### src/logic/fetch_pkg.sv
// Widths, reset PC and the three-opcode encoding shared by the fetch front end
// Addresses never fault; any address wraps into the instruction memory through its index field
package fetch_pkg;

    // Machine word, used for both fetch addresses and instructions
    localparam int WORD_W = 32;
    typedef logic [WORD_W-1:0] word_t;

    // First address fetched once reset is released
    localparam word_t RESET_PC = 32'h0000_0100;

    // Instruction memory geometry
    localparam int IMEM_DEPTH = 256;
    localparam int IMEM_AW = $clog2(IMEM_DEPTH);

    // Word index taken from the byte address
    // With 256 words this is bits 9:2, and the upper bits are ignored
    localparam int IDX_LSB = 2;
    localparam int IDX_MSB = IDX_LSB + IMEM_AW - 1;

    // Opcode field sits in the top nibble of the instruction
    localparam int OP_MSB = 31;
    localparam int OP_LSB = 28;
    localparam int OP_W = OP_MSB - OP_LSB + 1;

    // Control-flow opcodes
    // Values other than these three are treated as plain
    localparam logic [OP_W-1:0] OP_PLAIN = 4'd0;
    localparam logic [OP_W-1:0] OP_JUMP = 4'd1;
    localparam logic [OP_W-1:0] OP_HALT = 4'd2;

    // Jump offset in the low half of the word
    // It counts words, signed, relative to the PC of the jump itself
    localparam int IMM_MSB = 15;
    localparam int IMM_LSB = 0;
    localparam int IMM_W = IMM_MSB - IMM_LSB + 1;

    // Byte shift that turns a word count into an address offset
    localparam int WORD_SHIFT = 2;

    // Bits needed to sign-extend the shifted offset up to a full word
    localparam int IMM_EXT_W = WORD_W - IMM_W - WORD_SHIFT;

endpackage : fetch_pkg

### src/logic/branch_unit.sv
// Second stage that takes fetched instructions, resolves jump and halt and reports retirements
// Once a halt retires nothing more is taken until reset
`timescale 1ns/1ns

module branch_unit (
    input  logic              clk,
    input  logic              rst_n,

    // Instruction presented by s1
    input  logic              id_valid,
    input  fetch_pkg::word_t  id_pc,
    input  fetch_pkg::word_t  id_instr,

    // Back-pressure from outside and the trap pulse
    input  logic              s2_hold,
    input  logic              trap_occurred,

    // Feedback to s1
    output logic              s2_busy,
    output logic              branch_en,
    output fetch_pkg::word_t  branch_target,
    output logic              halt_req,

    // Retired instruction stream
    output logic              retire_valid,
    output fetch_pkg::word_t  retire_pc,
    output fetch_pkg::word_t  retire_instr
);

    logic [fetch_pkg::OP_W-1:0]  opcode;
    logic [fetch_pkg::IMM_W-1:0] imm;
    fetch_pkg::word_t            offset_bytes;

    logic accept;
    logic is_jump;
    logic is_halt;
    logic halted_ff;

    // A trap takes the instruction away from s2, so it is never accepted alongside one
    assign accept = id_valid && !s2_hold && !trap_occurred && !halted_ff;

    assign opcode = id_instr[fetch_pkg::OP_MSB:fetch_pkg::OP_LSB];
    assign imm    = id_instr[fetch_pkg::IMM_MSB:fetch_pkg::IMM_LSB];

    always_comb begin
        case (opcode)
            fetch_pkg::OP_JUMP: begin
                is_jump = 1'b1;
                is_halt = 1'b0;
            end
            fetch_pkg::OP_HALT: begin
                is_jump = 1'b0;
                is_halt = 1'b1;
            end
            // Plain and every unused opcode
            default: begin
                is_jump = 1'b0;
                is_halt = 1'b0;
            end
        endcase
    end

    // Word offset sign-extended and scaled to bytes
    assign offset_bytes = {{fetch_pkg::IMM_EXT_W{imm[fetch_pkg::IMM_W-1]}}, imm,
                           {fetch_pkg::WORD_SHIFT{1'b0}}};

    assign branch_target = id_pc + offset_bytes;

    // Redirect goes out in the same cycle the jump is taken
    assign branch_en = accept && is_jump;

    // Sticky halt that rises the cycle after the halt instruction is taken
    always_ff @(posedge clk or negedge rst_n) begin
        if (!rst_n) begin
            halted_ff <= 1'b0;
        end else if (accept && is_halt) begin
            halted_ff <= 1'b1;
        end
    end

    assign halt_req = halted_ff;

    // s1 sees the external hold as s2 being busy
    assign s2_busy = s2_hold;

    // Each accepted instruction retires right away
    assign retire_valid = accept;
    assign retire_pc    = id_pc;
    assign retire_instr = id_instr;

endmodule : branch_unit

### config.mk
export PLATFORM = sky130hd
export DESIGN_NAME = branch_unit
export DESIGN_NICKNAME = d
export VERILOG_FILES = /design/src/logic/fetch_pkg.sv /design/src/logic/branch_unit.sv
export SDC_FILE = /design/constraint.sdc
export NUM_CORES = 1
export LEC_CHECK = 0
export CORE_UTILIZATION = 45
export DETAILED_ROUTE_END_ITERATION = 8
export DONT_BUFFER_PORTS = 1
export PLACE_DENSITY = 0.57
export RECOVER_POWER = 50
export SETUP_SLACK_MARGIN = 0.15
export SYNTH_ARGS = -nofsm -noshare
export SYNTH_HDL_FRONTEND = slang
export SYNTH_SLANG_ARGS = --single-unit
### constraint.sdc
create_clock -name clk -period 4.9 [get_ports clk]
set_clock_uncertainty 0.15 [all_clocks]
set_input_delay 1.225 -clock clk [delete_from_list [all_inputs] [get_ports clk]]
set_output_delay 1.225 -clock clk [all_outputs]
set_load 0.01 [all_outputs]
# After elaboration in Yosys (flattened, before gate mapping)
# Cells that the tools add are included.
# W data, S select, Z words.
[op_classes]
multipliers = 0
n_mux = 2
n_div = 0
shift = 0
eq_ne = 2
bitwise_logic = 0
magnitude_cmp = 0
reduce_logical = 8
n_addsub = 1
[op_table]
columns = ["op", "count"]
rows = [
  ["$add A32 B32 Y32", 1],
  ["$logic_and A1 B1 Y1", 5],
  ["$eq A4 B1 Y1 const B", 1],
  ["$eq A4 B2 Y1 const B", 1],
  ["$logic_not A1 Y1", 3],
  ["$mux W1", 2],
]
[word_totals]
memories = 0
romBits = 0
inputBits = 69
output_inout_bits = 100
ram_bits = 0
reg_bits = 1
latchBits = 0
word_cells = 14

# Depth between registers and ports, before layout
[logic_depth]
word_depth = 5
depth_mapped = 10
depth_no_buf = 10

# Worst setup path after synthesis
# No wires, ideal clock.
[synth_path]
path_kind = "input to output"
from = "input id_pc[2]"
to = "output branch_target[28]"
arrival_ns = 3.154
n_path_buf = 0
stages = 10
t_required_ns = 3.525
setup_slack_ns = 0.371
path_cell_list = "ha_1 -> inv_1 -> fa_1 -> nor2b_1 -> o2111ai_1 -> and3_4 -> o311ai_4 -> a31oi_1 -> o21ai_1 -> xor2_1"
[synth_via]
elab_chain_cells = 1
[synth_lines]
columns = ["element", "line", "source"]
rows = [
  ["start: declaration", "branch_unit.sv:11", "input fetch_pkg::word_t id_pc,"],
  ["$add A32 B32 Y32", "branch_unit.sv:67", "assign branch_target = id_pc + offset_bytes;"],
  ["end: declaration", "branch_unit.sv:21", "output fetch_pkg::word_t branch_target,"],
]
# Every way passes these cells.

# Worst setup path in the final report
[layout_path]
from = "input id_pc[2]"
to = "output branch_target[30]"
# Same word-level chain as after synthesis.

==> flow_summary.ini <==
[placed_design]
io_buffers = 0
dp_hpwl_um = 4200
place_congestion = 0.899

[timing]
period_needed_ns = 4.61
rsz0062_at_grt = false
setup_viol = 0
hold_violations = 0
finalCritPeriodShare_pct = 94.1
max_freq_ghz = 0.217
setup_tns_ns = 0
max_slew_margin_pct = 65.4
hold_slack_ns = 0.399
finalMaxSlewViolations = 0
tightestPinTransition_ns = 0.511

[pwr]
powerDensity_nw_per_um2 = 157
p_leak_nw = 0.822
p_clk_share_pct = 0
combPwrFrac_pct = 95.9
switching_share_pct = 59.4
p_seq_share_pct = 4.1
switchingPower_uw = 179
ir_drop_uv = 77.8
p_int_uw = 123

[final_layout]
final_common_cell = ha_1
layout.nets = 337
antenna_cells = 0
syn_to_final_growth_pct = -16.9
layout_common_cells = ha_1, a21oi_1, nand2_1, xnor2_1
post-route-util_pct = 39.6
largest_reg_flops = 1
drive_gt1_share_pct = 13.6

[logic_synthesis]
synth_area_leader_cell = buf_4
syn_inst = 309
synth_area_um2 = 2310
ys_types = 55
synth-seq-cells = 1
synth_area_leaders = buf_4, ha_1, xnor2_1, a21oi_1, a21o_1
syn_avg_cell_area_um2 = 7.48
yosysWarnings = 0
synth_edf_count = 0
async_flop_share_pct = 100
seq_area_frac_synth_pct = 1.08
syn_nets = 408
synth_ff_type = dfrtp_1
synth_top_area_share_pct = 21.8

[critical_path]
critPathMaxStageDelay_ns = 0.36
end_kind = output port
worstPathRequired_ns = 3.52
slowest_stage = fa_2
critPathKind = input port to output port
worst_setup_path_start_kind = input port
regToRegSetupSlack_ns = 3.61
crit_chain = ha_4 > inv_2 > fa_2 > nor2b_2 > o2111ai_2 > a311oi_2 > nor2_2 > o311ai_4 > a32oi_1 > xnor2_1
crit_fanout = 3
crit_arrival_ns = 3.23

[detailed_routing]
wirelength_um = 4920
dr.pass1.iters = 4
wl_per_cell_um = 16.2
drt_iter0_markers = 58
dr_total_vias = 1774
antenna_left = 0
drc = 0
drt-vias-per-instance = 5.85

[global_route]
track_usage_pct = 16.8
grt_antenna_before_repair = 0
overflow = 0
grt_pass1_vias = 1638
grt_max_degree = 17
grt_pass1_wl_um = 7470

[floorplan]
die_area_um2 = 5430
io_pins = 169
core_um2 = 4850
die_height_um = 73.7
die_w_um = 73.7
row_count = 25
initial_core_util_pct = 47.7

[min_path]
hp-class = flop to flop

[clock_network]
insertion_delay_ns = 0
hold_buffers = 0
clk_pin_slew_ns = 0

[run]
cap_violations = 0

[run_status]
status = finished, final reports clean
-- routing by layer --
| layer | global-route usage, % | up-vias | share of wire, % |
|---|---|---|---|
| li1 | - | 894 | - |
| met1 | 22.4 | 793 | 45 |
| met2 | 28.7 | 75 | 46 |
| met3 | 3.16 | 12 | 7.7 |
| met4 | 1.71 | 0 | 1.0 |
| met5 | 0 | - | 0 |
-- stage by stage --
stage	power (mW)	std cells	setup slack (ns)	area (µm²)
2_1_floorplan	0.306	309	0.371	2310
4_1_cts	0.294	300	0.158	1850
5_1_grt	0.333	303	0.159	1920
3_5_place_dp	0.293	300	0.151	1850
6_report	0.302	303	0.291	1920
3_3_place_gp	0.293	300	0.190	1850
-- power by group through the flow --
stage / Sequential (mW) / Clock, mW / Combinational (mW)
after detailed placement: 0.0123 / 0 / 0.281
after CTS: 0.0123 / 0 / 0.282
after floorplan: 0.0119 / 0 / 0.294
final: 0.0123 / 0 / 0.290
after global routing: 0.0124 / 0 / 0.320
after global placement: 0.0123 / 0 / 0.280
-- what timing repair did --
item	in CTS	in global routing
pin swaps	2	10
gates cloned	0	0
endpoints found under the setup margin	1	4
hold endpoints to repair	0	0
gates resized for setup	0	11
buffers inserted	0	3
-- worst paths after layout --
kind,start,end,cells after the start
hold reg to reg,halt_req$_DFFE_PN0P_,halt_req$_DFFE_PN0P_,1
hold / removal,halt_req$_DFFE_PN0P_,halt_req$_DFFE_PN0P_,1
setup reg to reg,halt_req$_DFFE_PN0P_,halt_req$_DFFE_PN0P_,3
setup / recovery,id_pc[2],branch_target[30],10
max in group asynchronous,rst_n,halt_req$_DFFE_PN0P_,0
min in group asynchronous,rst_n,halt_req$_DFFE_PN0P_,0
-- cells in the mapped netlist, types with 2 or more instances --
master and count:
buf_4 67, nand2_1 20, o21ai_0 10, buf_6 2, a21oi_1 23, a21oi_2 2, o21a_1 3, o21ai_1 4
o21ai_2 2, o21bai_1 4, nand2b_1 2, nor2_1 16, a21o_1 15, nand3_1 7, nor2b_1 3, nor3_1 7
o311ai_4 2, a311oi_1 2, xor2_1 8, clkbuf_1 7, ha_1 29, xnor2_1 19, buf_2 3, a31oi_1 4
nand4_1 6, inv_1 13
-- worst max-delay path: cells and delay by family --
kind                       cells  cell delay (ns)
AOI/OAI and AO/OA              4             0.96
buffers and inverters          1             0.03
adders and majority gates      2             0.47
xor gates and xnor gates       1             0.29
and+or+nand+nor                2             0.24
-- area by class of cell --
cell class / instances / area, µm²
fillers: 536 / 2930
inverters: 13 / 48.8
multi-input cells: 216 / 1720
flip-flops and latches: 1 / 25.0
well taps: 67 / 83.8
repair buffers: 6 / 45.0
-- kinds of logic (layout without fill, tap and decap cells) --
group | Yosys count | count (layout) | share of synthesized area, %
buffers and inverters | 92 | 19 | 26.6
flip-flops | 1 | 1 | 1.08
AND/OR/NAND/NOR | 69 | 69 | 14.8
AO/OA/AOI/OAI | 90 | 90 | 30.7
adder cells (fa/ha/maj) | 30 | 30 | 16.6
XOR/XNOR | 27 | 27 | 10.2
No activity file was read; power rests on OpenSTA's default activity.
