File: config.mk
export PLATFORM = sky130hd
export DESIGN_NAME = fetch_stage
export DESIGN_NICKNAME = d
export VERILOG_FILES = /design/src/logic/fetch_pkg.sv /design/src/logic/fetch_stage.sv
export SDC_FILE = /design/constraint.sdc
export NUM_CORES = 1
export LEC_CHECK = 0
export ABC_AREA = 1
export BUFFER_PORTS_ARGS = -buffer_cell sky130_fd_sc_hd__buf_2
export CORE_MARGIN = 5
export CORE_UTILIZATION = 45
export DETAILED_ROUTE_END_ITERATION = 12
export GPL_ROUTABILITY_DRIVEN = 0
export PLACE_DENSITY = 0.75
export SYNTH_ARGS = -nofsm -noshare
export SYNTH_HDL_FRONTEND = slang
export SYNTH_SLANG_ARGS = --single-unit
File: constraint.sdc
create_clock -name clk -period 5 [get_ports clk]
set_input_delay 0.75 -clock clk [delete_from_list [all_inputs] [get_ports clk]]
set_output_delay 0.75 -clock clk [all_outputs]
set_load 0.01 [all_outputs]
File: src/logic/fetch_pkg.sv
// Widths, reset PC and the three-opcode encoding shared by the fetch front end
// Addresses never fault; any address wraps into the instruction memory through its index field
package fetch_pkg;

    // Machine word, used for both fetch addresses and instructions
    localparam int WORD_W = 32;
    typedef logic [WORD_W-1:0] word_t;

    // First address fetched once reset is released
    localparam word_t RESET_PC = 32'h0000_0100;

    // Instruction memory geometry
    localparam int IMEM_DEPTH = 256;
    localparam int IMEM_AW = $clog2(IMEM_DEPTH);

    // Word index taken from the byte address
    // With 256 words this is bits 9:2, and the upper bits are ignored
    localparam int IDX_LSB = 2;
    localparam int IDX_MSB = IDX_LSB + IMEM_AW - 1;

    // Opcode field sits in the top nibble of the instruction
    localparam int OP_MSB = 31;
    localparam int OP_LSB = 28;
    localparam int OP_W = OP_MSB - OP_LSB + 1;

    // Control-flow opcodes
    // Values other than these three are treated as plain
    localparam logic [OP_W-1:0] OP_PLAIN = 4'd0;
    localparam logic [OP_W-1:0] OP_JUMP = 4'd1;
    localparam logic [OP_W-1:0] OP_HALT = 4'd2;

    // Jump offset in the low half of the word
    // It counts words, signed, relative to the PC of the jump itself
    localparam int IMM_MSB = 15;
    localparam int IMM_LSB = 0;
    localparam int IMM_W = IMM_MSB - IMM_LSB + 1;

    // Byte shift that turns a word count into an address offset
    localparam int WORD_SHIFT = 2;

    // Bits needed to sign-extend the shifted offset up to a full word
    localparam int IMM_EXT_W = WORD_W - IMM_W - WORD_SHIFT;

endpackage : fetch_pkg

File: src/logic/fetch_stage.sv
// Fetch stage for a memory that answers in the same cycle as the address
// Only a reset leaves HALT; a trap while halted is ignored
`timescale 1ns/1ns

module fetch_stage (
    input  logic              clk,
    input  logic              rst_n,

    // Fetch port to the instruction memory
    output logic              fetch_valid,
    output fetch_pkg::word_t  fetch_addr,
    input  logic              fetch_ready,
    input  fetch_pkg::word_t  fetch_instr,

    // Fetched instruction towards s2
    output logic              id_valid,
    output fetch_pkg::word_t  id_pc,
    output fetch_pkg::word_t  id_instr,

    // Feedback from s2
    input  logic              s2_busy,
    input  logic              branch_en,
    input  fetch_pkg::word_t  branch_target,
    input  logic              halt_req,

    // Trap redirect, a single-cycle pulse
    input  logic              trap_occurred,
    input  fetch_pkg::word_t  trap_target
);

    typedef enum logic [1:0] {
        INIT,
        FETCHING,
        HALT
    } state_e;

    state_e state_ff;
    state_e next_state;

    fetch_pkg::word_t pc_ff;
    fetch_pkg::word_t next_pc;
    fetch_pkg::word_t redirect_pc;

    fetch_pkg::word_t id_pc_ff;
    fetch_pkg::word_t id_instr_ff;
    logic             id_valid_ff;

    logic flush;
    logic stall;
    logic transfer;
    logic take;

    // A flush throws away whatever s1 holds, so it overrides any stall
    assign flush = trap_occurred || branch_en;
    assign stall = !flush && (!fetch_ready || s2_busy);

    assign transfer = fetch_valid && fetch_ready;
    // The output register is written only by a fetch that is not held back
    assign take = transfer && !stall;

    // Trap beats branch; the two never meet since s2 blocks acceptance during a trap
    assign redirect_pc = trap_occurred ? trap_target : branch_target;

    // pc_ff is the address still to be fetched
    // A redirect is bypassed straight onto the fetch port, so the target goes out this cycle
    assign fetch_addr = flush ? redirect_pc : pc_ff;

    // Step past the fetched word when it is taken, otherwise keep pointing at it
    // After an untaken redirect this leaves the target in pc_ff for a retry
    assign next_pc = take ? fetch_addr + 32'd4 : fetch_addr;

    always_ff @(posedge clk or negedge rst_n) begin
        if (!rst_n) begin
            pc_ff <= fetch_pkg::RESET_PC;
        end else if (state_ff != HALT) begin
            pc_ff <= next_pc;
        end
    end

    // Valid bit of the output register
    // While s2 is busy the presented instruction stays put until s2 takes it
    // Otherwise the presented one was consumed, and it is dropped unless a new one replaces it
    always_ff @(posedge clk or negedge rst_n) begin
        if (!rst_n) begin
            id_valid_ff <= 1'b0;
        end else if (take) begin
            id_valid_ff <= 1'b1;
        end else if (flush || !s2_busy) begin
            id_valid_ff <= 1'b0;
        end
    end

    // Payload of the output register, the fetched word and the address it came from
    always_ff @(posedge clk) begin
        if (take) begin
            id_pc_ff    <= fetch_addr;
            id_instr_ff <= fetch_instr;
        end
    end

    assign id_pc    = id_pc_ff;
    assign id_instr = id_instr_ff;

    // A branch only ever comes from the instruction being presented, so only a trap masks it
    assign id_valid = id_valid_ff && !trap_occurred;

    always_ff @(posedge clk or negedge rst_n) begin
        if (!rst_n) begin
            state_ff <= INIT;
        end else begin
            state_ff <= next_state;
        end
    end

    always_comb begin
        unique case (state_ff)
            INIT: begin
                // Wait here until the memory completes the first fetch
                if (fetch_ready) begin
                    next_state = FETCHING;
                end else begin
                    next_state = INIT;
                end
            end
            FETCHING: begin
                // s2 retired a halt instruction
                if (halt_req) begin
                    next_state = HALT;
                end else begin
                    next_state = FETCHING;
                end
            end
            HALT: next_state = HALT;
            // An unused encoding parks the front end
            default: next_state = HALT;
        endcase
    end

    // Fetching is requested in every state but HALT
    assign fetch_valid = (state_ff != HALT);

    // A fetch the memory has not finished keeps its address until it completes or a redirect
    addr_hold_on_wait: assert property (
        @(posedge clk) disable iff (!rst_n)
        fetch_valid && !fetch_ready && !flush |=> flush || $stable(fetch_addr)
    );

    // The redirect mux expects s2 to stay quiet during a trap
    redirect_exclusive: assert property (
        @(posedge clk) disable iff (!rst_n)
        !(branch_en && trap_occurred)
    );

endmodule : fetch_stage

* Word-level counts from Yosys, hierarchy flattened
Cells that the tools add are included.
** Operators by class
- Add/subtract/negate cells :: 1
- Eq/ne operators :: 2
- Muxes and demuxes :: 8
- Reductions and logical operators :: 14
** Operators by type and width (number)
- $mux 32 :: 3
- $add 32x3->32 const B :: 1
- $logic_not 1->1 :: 5
- $logic_and 1x1->1 :: 4
- $pmux 2 s2 :: 1
- $logic_or 1x1->1 :: 3
- $mux 1 :: 3
- $eq 2x1->1 const B :: 1
- $logic_not 2->1 :: 1
- $mux 2 :: 1
- $ne 2x2->1 const B :: 1
- $reduce_bool 2->1 :: 1
** Word-level totals
- Register bits after elaboration :: 99
- Bits of input ports :: 103
- Output and inout port bits :: 98
- Logic and storage cells :: 30

* Logic depth before layout (Yosys ltp)
Gate-level depths: netlist of run 1.
- Depth after elaboration :: 6
- Gate-level depth with buffers :: 14
- Gate-level depth less buffers :: 12

* Least setup slack after synthesis of run 1
No wires, ideal clock.
- Path kind :: in2reg
- Start point :: in branch_en
- End point :: reg pc_ff[30]
- Setup time :: 0.117 ns
- Arrival :: 3.001 ns
- Data required time :: 4.883 ns
- Path slack :: 1.881 ns
- Stages :: 12
- Buffers on the path :: 1
- Cell sequence :: buf_4 -> inv_2 -> nand2_1 -> nor2_1 -> nor2_4 -> nand2_1 -> inv_2 -> nand3_4 -> nor2_4 -> nand3_1 -> nand3_1 -> nand2_1
** Between the ends
- Longest elaborated chain between the ends :: 6
- Elaborated cells between the ends (all ways) :: 8
- Those cells by class :: 1 x add/sub; 2 x mux; 5 x reduce/logical
** Ends and longest elaborated chain
- start, declared :: RTL line fetch_stage.sv:22 : input logic branch_en,
- $logic_or 1x1->1 :: RTL line fetch_stage.sv:54 : assign flush = trap_occurred || branch_en;
- $logic_not 1->1 :: RTL line fetch_stage.sv:55 : assign stall = !flush && (!fetch_ready || s2_busy);
- $logic_and 1x1->1 :: RTL line fetch_stage.sv:55
- $logic_not 1->1 :: RTL line fetch_stage.sv:59 : assign take = transfer && !stall;
- $logic_and 1x1->1 :: RTL line fetch_stage.sv:59
- named net take :: RTL line fetch_stage.sv:51 : logic take;
- $mux 32 :: RTL line fetch_stage.sv:70 : assign next_pc = take ? fetch_addr + 32'd4 : fetch_addr;
- end signal, assigned :: RTL line fetch_stage.sv:74 : pc_ff <= fetch_pkg::RESET_PC;
- end signal, assigned :: RTL line fetch_stage.sv:76 : pc_ff <= next_pc;
- end, declared :: RTL line fetch_stage.sv:40 : fetch_pkg::word_t pc_ff;
The timed path passes the listed nets, and every way through them passes these cells.
A chain may end at the register's enable or synchronous reset.

* Worst setup path in the final report of run 1
- Start point :: in trap_occurred
- End point :: reg pc_ff[30]
** Between the ends
- Longest elaborated chain between the ends :: 6
- Elaborated cells between the ends (all ways) :: 9
- Those cells by class :: 1 x add/sub; 3 x mux; 5 x reduce/logical
** Ends and longest elaborated chain
- start, declared :: RTL line fetch_stage.sv:27 : input logic trap_occurred,
- $logic_or 1x1->1 :: RTL line fetch_stage.sv:54
- $logic_not 1->1 :: RTL line fetch_stage.sv:55
- $logic_and 1x1->1 :: RTL line fetch_stage.sv:55
- $logic_not 1->1 :: RTL line fetch_stage.sv:59
- $logic_and 1x1->1 :: RTL line fetch_stage.sv:59
- named net take :: RTL line fetch_stage.sv:51
- $mux 32 :: RTL line fetch_stage.sv:70
The timed path passes the listed nets, and every way through them passes these cells.

==> results of run 1 <==
-- area by class of cell --
type / count / area, um^2
clock inverter: 6 / 81.3
multi-input combinational: 365 / 1950
sequential: 99 / 2800
tap: 143 / 179
clock buffer: 10 / 229
timing repair buffer: 201 / 1010
fill: 981 / 4840
inverter: 49 / 186
-- metal layers --
layer  vias to the layer above  wire length (um)
met3                        17              1380
met2                       189              6720
met1                      2051              5570
met5                         -                 0
met4                         0               162
li1                       2142                 -
-- registers in the layout (all words and copies together) (netlist names) --
register / count
id_instr: 32
id_pc: 32
id_valid_ff: 1
pc_ff: 32
state_ff: 2
-- power groups by stage --
stage	clock (mW)	sequential, mW	combinational [mW]
global route	0.769	0.878	0.259
finish	0.727	0.878	0.233
global placement	0	0.895	0.230
detailed placement	0	0.895	0.236
floorplan	0	0.895	0.143
CTS	0.739	0.878	0.237
-- worst max-delay path, stage by stage --
cell and delay (ns):
buf_2 0.59, inv_4 0.28, nand2_1 0.20, nor2_1 0.10
nor2_4 0.66, nand2_1 0.23, inv_2 0.14, nand3_4 0.12
nor2_4 0.19, nand3_1 0.11, nand3_1 0.10, nand2_1 0.07
-- cell usage in the layout, fill, tap and decap left out, types with 2 or more instances in the layout --
cell type    n
a21oi_1      3
buf_2      200
bufinv_16    2
clkbuf_16    9
clkinv_1     2
dfrtp_1     34
edfxtp_1    64
inv_1       43
inv_2        5
nand2_1    171
nand2_2     23
nand3_1     70
nand3_2     24
nand3_4      6
nor2_1      21
nor2_2       9
nor2_4       7
o211ai_1     4
o21ai_0      7
or2_1        3
xor2_1       4
-- per-stage QoR --
step,setup WS (ns),area [um^2],util
after floorplan,1.88,5110,-
after global placement,1.47,6120,0.543
after detailed placement,1.30,6120,0.543
after CTS,1.67,6430,0.571
after global routing,1.31,6430,0.571
final,1.66,6430,0.571
-- cells by family (layout without fill, tap and decap cells) --
logic type / after synthesis / after routing / share of synthesized area
AND/OR/NAND/NOR: 340 / 340 / 0.346
flip-flops: 99 / 99 / 0.548
buffers and inverters: 70 / 266 / 0.0703
AO/OA/AOI/OAI: 18 / 18 / 0.0220
XOR/XNOR: 5 / 5 / 0.00857
adder cells (fa/ha/maj): 1 / 1 / 0.00245
multiplexers: 1 / 1 / 0.00220
-- worst paths after layout --
| kind | cells after the start | to | from |
|---|---|---|---|
| max in group asynchronous | 1 | pc_ff[19] | rst_n |
| hold / removal | 2 | pc_ff[14] | pc_ff[14] |
| setup / recovery | 12 | pc_ff[30] | trap_occurred |
| min in group asynchronous | 1 | pc_ff[23] | rst_n |
| setup reg to reg | 11 | pc_ff[30] | state_ff[0] |
| hold reg to reg | 2 | pc_ff[14] | pc_ff[14] |
==> impl.org, run 1 <==
** Floorplan
- Overall die height :: 117 um
- I/O pin total :: 201
- Placeable Area :: 11300 um^2
- For this configuration, the core starts out at a cell density of 0.453.
- The die covers 13600 um^2.
- Site Rows :: 39
- Die Wd :: 117 um

** Logic synthesis
- The number of nets in the synthesized netlist is 638.
- Cell area after synthesis :: 5110 um^2
- Yosys attributes the largest share of cell area to edfxtp_1, dfrtp_1, nand2_1.
- Main synth FF type :: edfxtp_1
- Synth Instances :: 534
- After synthesis, the share of flip-flops with an asynchronous set or reset is 0.354.
- By instance count, the leading cell after synthesis is nand2_1.
- Synth cell count leaders :: nand2_1, nand3_1, edfxtp_1
- Of the synthesized area, sequential elements account for 0.548.
- Syn avg cell area :: 9.56 um^2
- Share of the synthesized area in the top cell type :: 0.376
- Counting flops and latches in the post-synthesis netlist gives 99.
- After synthesis, the netlist uses 38 different library cells.
- The Yosys step of the flow raised 0 warnings.
- Largest area contributor in the synthesized netlist :: edfxtp_1
- In this run, synthesis inferred 64 flip-flops with an integrated enable.

** Critical path
- Peak fanout along the critical path :: 36
- STA classifies the critical path startpoint as a primary input.
- Data arrives at the worst endpoint at 3.56 ns.
- Critical Path RT :: 5.22 ns
- Crit Path Category :: in -> reg
- In this run the register-to-register setup slack is 1.72 ns.
- The worst setup path is captured at a flip-flop.

** Drt
- For this block, the routed nets add up to 13800 um of wire.
- DRC Markers :: 0
- Using the TritonRoute via totals, the vias-per-cell ratio works out to 5.04.
- The detailed router finished its first iteration with 235 violations.
- The detail route stage leaves a number of antenna-violating nets equal to 0.
- The detailed router placed 4399 vias in this run.
- Dividing the detail-routed wire length by the instance count gives 15.8 um.
- Number of detailed-routing iterations run before antenna repair :: 8

** Global routing
- The first global-routing pass estimated 21400 um of wire.
- Initial antenna violation count :: 0
- In this run the most used layer during global routing was met2.
- GR Util met1 :: 0.259
- For met2 alone, demand over resource in global routing was 0.341.
- Number of global-route vias before repair :: 4323
- Entering global routing, the biggest net connects 42 pins.
- Summed over all layers, the global routing overflow is 0.
- Across every metal layer, demand over resource in global routing totals 0.201.
- Met3 layer usage reported by global route :: 0.0363

** Final layout
- Area grow syn2layout :: 25.9%
- Number of nets in the final layout :: 829
- After the flow finishes, the layout carries non-filler instances totaling 873.
- The number of antenna diodes in the final layout is 0.
- Of the cells placed in the final design, the portion with a size suffix greater than 1 is 0.403.

** Timing
- The number of endpoints with negative hold slack in the final report came to 0.
- For the final database, setup skew stands at 0.00701 ns.
- Setup TNS :: 0 ns
- Minimum clock period after layout :: 3.34 ns
- Number of max-slew violations in the final report :: 0
- Setup violations remaining at the end of the flow were counted as 0.
- Timing would allow up to 0.300 GHz.
- For the pin with the worst max-slew slack, the measured transition is 1.14 ns.
- Setup repair after global routing left no endpoint under its margin.
- Dividing the final minimum period by the clock period gives 0.667.
- The worst pin sits at a relative slew slack of 0.241.
- Post-route worst hold slack :: 0.478 ns

** Power
- Clock share of power :: 0.395
- Share of power burned in registers :: 0.478
- The share of total power dissipated in combinational logic is 0.127.
- P_sw :: 0.442 mW
- Peak supply drop :: 0.158 mV
- Total power for the finished layout comes to 1.84 mW.
- Fraction of power spent switching nets :: 0.240
- Cell leakage power :: 3.00 nW
- Cell internal power was estimated by the tool at 1.40 mW.
- Areal power density over the cells :: 286 nW/um^2

** Clock network
- After clock tree synthesis, the clock-pin slew on the worst setup and hold paths is 0.06 ns.
- Number of H-tree levels :: 3
- The longest clock path from root to sink contains 2 buffers.
- Post-CTS timing repair inserted 0 buffers for setup.
- Number of sinks driven by the clock tree :: 99
- Clock buffer count from CTS :: 9
- TritonCTS built the clock tree.
- The later pin in the worst-skew pair is clocked with a latency of 0.34 ns.
- Hold bufs inserted after CTS :: 0
- Post-CTS repair changed the size of 0 cells.
- Clock Tree Root :: clkbuf_16

** Placed design
- Final HPWL DP :: 10500 um
- Number of port buffers :: 200
- After detailed placement, the design holds a cell count of 857.

** Worst hold path
- Class of the tightest hold or removal check :: reg -> reg

** Outcome
- Outcome :: finished clean

** Flow run
- Total of max-cap violations :: 0
Power figures use the tool's default switching activity.
==> run 2: changes to the inputs <==
--- a/config.mk
+++ b/config.mk
@@ -8,10 +8,10 @@
 export ABC_AREA = 1
 export BUFFER_PORTS_ARGS = -buffer_cell sky130_fd_sc_hd__buf_2
 export CORE_MARGIN = 5
-export CORE_UTILIZATION = 45
+export CORE_UTILIZATION = 44
 export DETAILED_ROUTE_END_ITERATION = 12
 export GPL_ROUTABILITY_DRIVEN = 0
-export PLACE_DENSITY = 0.75
+export PLACE_DENSITY = 0.76
 export SYNTH_ARGS = -nofsm -noshare
 export SYNTH_HDL_FRONTEND = slang
 export SYNTH_SLANG_ARGS = --single-unit
==> constraint.sdc (replaced) <==
create_clock -name clk -period 2.8 [get_ports clk]
set_input_delay 0.42 -clock clk [delete_from_list [all_inputs] [get_ports clk]]
set_output_delay 0.42 -clock clk [all_outputs]
set_load 0.01 [all_outputs]
==> impl.org, run 2 (synthesis results as in run 1) <==
** Global routing
- First-pass GRT wire length :: 22500 um
- In the global route stage, overall resource usage came out at 0.201.
- Initial antenna violation count :: 0
- The number of global-route vias before repair came to 4355.
- Sum of overflow across all layers after global routing :: 0
- Entering global routing, the biggest net connects 40 pins.

** Floorplan
- Overall die height :: 118 um
- I/O pin total :: 201
- Placeable Area :: 11400 um^2
- The die covers 13900 um^2.
- For this configuration, the core starts out at a cell density of 0.447.
- Measured along the x axis, the die boundary spans 118 um.
- Site Rows :: 39

** Timing
- Setup Viol. Count Final :: 0
- Transition time at the pin with the least slew margin :: 0.844 ns
- Ratio of final minimum period to clock period :: 0.788
- Largest clock skew in the final design :: 0.00597 ns
- The worst path meets setup with 0.594 ns of slack.
- Hold violation total from the final report :: 0
- Setup repair after global routing left no endpoint under its margin.
- Setup TNS :: 0 ns
- Fmax :: 0.453 GHz
- The number of pins exceeding their max-slew limit in the final report came to 0.
- The worst pin sits at a relative slew slack of 0.437.
- Subtracting the final worst setup slack from the clock period gives 2.21 ns.

** Final layout
- The layout has 1039 filler cells.
- The net count of the finished layout is 836.
- Layout cell share with drive strength beyond 1 :: 0.407
- Area grow syn2layout :: 26.5%
- Multi-input combinational cell area :: 1950 um^2
- Utilization after layout :: 0.566
- Most frequent standard cell in the layout excluding fill and tap cells :: buf_2
- Highest-count cells in the layout ignoring fill and taps :: buf_2, nand2_1, nand3_1
- Summing all non-filler instances in the final layout gives an area of 6460 um^2.
- Registers take 2800 um^2.
- ANT cells :: 0

** Drt
- Via-per-instance ratio :: 5.08
- Once detail routing completed, the nets flagged for antenna violations numbered 0.
- After detailed routing, the number of remaining DRC violations is 0.
- Number of detailed-routing iterations run before antenna repair :: 6
- Summing over every cut layer, the via total after detailed routing is 4468.
- Average wire per standard cell :: 16.3 um
- For this block, the initial DRC count from the detailed router was 357.
- Final routed wirelength across all metal layers :: 14300 um

** Flow run
- Max-cap violations in this run came to 0.

** Critical path
- Crit path largest cell delay :: 0.42 ns
- For the worst setup path, the data required time is 2.38 ns.
- Along the worst path, the maximum fanout reaches 26.
- The critical path is of the in -> out type.
- The worst setup path is launched from a primary input.
- The most numerous cell type found on the critical path is buf_2.
- Data arrival time of the critical path :: 1.79 ns
- Type of destination of the critical path :: output port
- CP max stage cell :: nor2_8
- Cell-by-cell listing of the critical path :: buf_2 -> nor2_8 -> buf_4 -> nand2_1 -> nand3_1 -> buf_2

** Placed design
- The count of buffers added on input and output ports is 200.
- In this run the cell area measured after placement is 6170 um^2.
- Summed over all nets, the half-perimeter wirelength after detailed placement is 10800 um.
- Post-place setup slack :: 0.249 ns

** Clock network
- The longest clock path from root to sink contains 2 buffers.
- Clock Tree Root :: clkbuf_16
- Later-pin clock latency in the skew report :: 0.35 ns
- The clock net in this run drives a total of 99 sinks.
- The number of clock buffers added by TritonCTS is 9.
- After clock tree synthesis, the clock-pin slew on the worst setup and hold paths is 0.07 ns.
- Clock tree from TritonCTS :: yes
- After clock tree synthesis, the setup repair step added 0 buffers.
- Number of H-tree levels :: 3
- Post-CTS sizing :: 0
- Hold bufs inserted after CTS :: 0

** Power
- Overall power consumption after layout is estimated at 3.23 mW.
- Areal power density over the cells :: 499 nW/um^2
- Peak supply drop :: 0.356 mV
- Cell leakage power :: 3.02 nW

** Worst hold path
- Class of the tightest hold or removal check :: in -> async

** Outcome
- Outcome :: finished clean
run 2: changes by cell type in the layout (fill, tap and decap cells not counted):
cell / change
clkinv_4: +1
bufinv_16: -1
clkinv_2: -1
clkinv_1: -1
clkbuf_1: +2
buf_4: +7
run 2: cell type report:
class / count / share of cell area
Multi-Input combinational cell: 365 / 0.302
Inverter: 49 / 0.0288
Clock buffer: 12 / 0.0366
Sequential cell: 99 / 0.433
Clock inverter: 4 / 0.00794
Tap cell: 143 / 0.0277
Timing Repair Buffer: 208 / 0.164
run 2: power by group:
group | internal (mW) | switching [mW]
clock network | 0.695 | 0.538
logic | 0.154 | 0.271
registers | 1.57 | 0.00158
run 2: critical path: cells and delay by family:
family	cells	cell delay, ns
buf+inv	3	0.65
simple gates	3	0.71
run 2: metal layers:
metal	up-vias	track usage	routed length, um
li1	2151	-	-
met1	2093	0.260	6070
met2	207	0.330	6800
met3	17	0.0605	1220
met4	0	0.0538	236
met5	-	0	0
run 2: through the flow:
| stage | cells | hold slack (ns) |
|---|---|---|
| finish | 880 | 0.178 |
| global route | 880 | 0.228 |
| CTS | 880 | 0.203 |
| detailed placement | 864 | 0.470 |
| global placement | 864 | 0.462 |
| floorplan | 534 | 0.124 |
run 2: final timing paths:
| kind | from | to | slack [ns] | cells after the start |
|---|---|---|---|---|
| worst max-delay path | trap_occurred | fetch_addr[29] | 0.59 | 6 |
| worst min-delay path | rst_n | pc_ff[25] | 0.18 | 1 |
| worst max register to register | state_ff[1] | pc_ff[7] | 0.86 | 9 |
| worst min register to register | pc_ff[15] | pc_ff[15] | 0.49 | 2 |
| max in group asynchronous | rst_n | pc_ff[11] | 2.09 | 1 |
| min in group clk | fetch_instr[1] | id_instr[1] | 0.24 | 1 |
==> run 3: changes to the inputs <==
==> constraint.sdc (replaced) <==
create_clock -name clk -period 2 [get_ports clk]
set_input_delay 0.3 -clock clk [delete_from_list [all_inputs] [get_ports clk]]
set_output_delay 0.3 -clock clk [all_outputs]
set_load 0.01 [all_outputs]
==> impl.org, run 3 (synthesis results as in run 1) <==
** Outcome
- Outcome :: finished clean

** Power
- For this design the static power due to leakage is 3.31 nW.
- In this run the power density over the cells is 701 nW/um^2.
- Total power consumption of the routed design :: 4.89 mW
- Share of power burned in registers :: 0.449
- Peak supply drop :: 0.637 mV
- Internal power of the cells :: 3.73 mW
- For this design the total switching power over the nets is 1.16 mW.
- Of the total power, the share spent switching nets is 0.237.
- The share of total power dissipated in combinational logic is 0.148.
- The share of total power dissipated in the clock network is 0.404.

** Final layout
- Area grow syn2layout :: 36.7%
- Design Area, Final :: 6980 um^2
- Highest-count cells in the layout ignoring fill and taps :: buf_2, nand2_1, nand3_1
- The number of antenna diodes in the final layout is 0.
- In the final design database the tool counted 888 nets.
- Layout cell share with drive strength beyond 1 :: 0.454
- Excluding fillers, the count of instances in the completed layout stands at 932.
- Leaving out fill and tap cells, the most frequent cell in the layout is buf_2.

** Worst hold path
- Class of the tightest hold or removal check :: in -> async

** Clock network
- The H-tree was split into 3 levels.
- TritonCTS built the clock tree.
- Clock Tree Buf Depth :: 2
- In this run the clock root is driven by a clkbuf_16.
- In this run, CTS created clock tree buffers numbering 9.
- Post-CTS sizing :: 0
- For this design, the CTS-stage hold fixing added 0 buffers.
- After clock tree synthesis, the clock-pin slew on the worst setup and hold paths is 0.07 ns.
- Clock tree synthesis found a total of 99 sinks.
- The later pin in the worst-skew pair is clocked with a latency of 0.35 ns.

** Timing
- Number of max-slew violations in the final report :: 0
- Measured against its own limit, the worst slew margin works out to 0.410.
- Hold violation total from the final report :: 0
- Setup repair after global routing left no endpoint under its margin.
- Setup Viol. Count Final :: 0
- Dividing the final minimum period by the clock period gives 0.945.
- Fmax :: 0.529 GHz
- The clock arrives with 0.00753 ns of skew.
- Final worst-path setup slack :: 0.110 ns
- The routed design could run at a clock period as short as 1.89 ns.
- Post-route worst hold slack :: 0.0712 ns
- Transition time at the pin with the least slew margin :: 0.885 ns

** Floorplan
- Overall die height :: 118 um
- The initial utilization of the core area, before any placement, comes to 0.447.
- Placeable Area :: 11400 um^2
- The die covers 13900 um^2.
- I/O pin total :: 201
- The die is 118 um wide.
- Site Rows :: 39

** Critical path
- Data arrival time of the critical path :: 1.59 ns
- Peak fanout along the critical path :: 14
- Element type at the critical path start :: primary input
- At the worst endpoint, the required time is 1.70 ns.
- The worst setup path is captured at an output port.
- The critical path in this run is classified as in -> out.
- Flop-to-flop setup slack :: 0.25 ns

** Global routing
- Sum of overflow across all layers after global routing :: 0
- Entering global routing, the biggest net connects 41 pins.
- Initial antenna violation count :: 0
- For this run, the total global-route usage over all layers was measured as 0.215.
- Number of global-route vias before repair :: 4711
- First-pass GRT wire length :: 24200 um

** Drt
- The routed layout has 4649 vias.
- The first detailed-routing pass ran for 4 iterations.
- Via-per-instance ratio :: 4.99
- Post-detailed-route count of antenna-violating nets :: 0
- After detailed routing, the average wire length per cell comes to 16.0 um.
- Final routed wirelength across all metal layers :: 15000 um
- In the routed design, unresolved DRC markers number 0.
- Drt initial violations :: 347

** Flow run
- Max-cap violations in this run came to 0.

** Placed design
- In this run, placement finished with an instance count of 914.
- Final HPWL DP :: 11500 um
- Area post-placement :: 6620 um^2
- Number of port buffers :: 200
- Post-place setup slack :: -0.0825 ns
==> run 3: cell types whose count changed in the layout (fill, tap and decap cells not counted), moves of 3 or more <==
| cell | previous run | this run |
|---|---|---|
| o21ai_0 | 7 | 4 |
| buf_12 | 0 | 4 |
| o21ai_1 | 0 | 3 |
| buf_4 | 8 | 56 |
==> run 3: final timing paths <==
path / startpoint / end / cells after the start
setup / recovery: trap_occurred / fetch_addr[31] / 7
hold / removal: rst_n / pc_ff[29] / 1
setup reg to reg: state_ff[1] / pc_ff[7] / 9
hold reg to reg: pc_ff[14] / pc_ff[14] / 2
max in group asynchronous: rst_n / pc_ff[17] / 1
min in group clk: fetch_instr[23] / id_instr[23] / 1
==> run 3: power groups by stage <==
stage	clock network (mW)	registers (mW)	logic, mW
after floorplan	0	2.24	0.367
after CTS	2.01	2.19	0.729
after global placement	0	2.24	0.708
after detailed placement	0	2.24	0.724
after global routing	2.12	2.19	0.791
final	1.98	2.19	0.722
==> run 3: cell type report <==
type	instances	area, um^2
fill	960	4440
multi-input combinational	365	1970
inverter	49	191
timing repair buffer	260	1500
tap	143	179
clock buffer	11	233
sequential	99	2800
clock inverter	5	103
==> run 3: what timing repair did <==
item / 4_1_cts / 5_1_grt
buffers inserted: 0 / 2
hold endpoints to repair: 0 / 0
setup endpoints to repair: 0 / 1
==> run 3: critical path, stage by stage <==
cell and delay [ns]:
buf_2 0.22, buf_4 0.27, nor2_4 0.07, buf_4 0.16, a221oi_1 0.31, inv_1 0.11, buf_2 0.16
==> run 3: through the flow <==
stage / TNS [ns] / utilization
after floorplan: -14.24 / -
after global placement: -0.0533 / 0.580
after detailed placement: -0.543 / 0.580
after CTS: 0 / 0.609
after global routing: 0 / 0.611
final: 0 / 0.611
==> run 3: layer usage <==
metal,part of all wire,track usage
met5,0,0
met1,0.41,0.267
met2,0.49,0.362
met3,0.075,0.0557
met4,0.018,0.0738
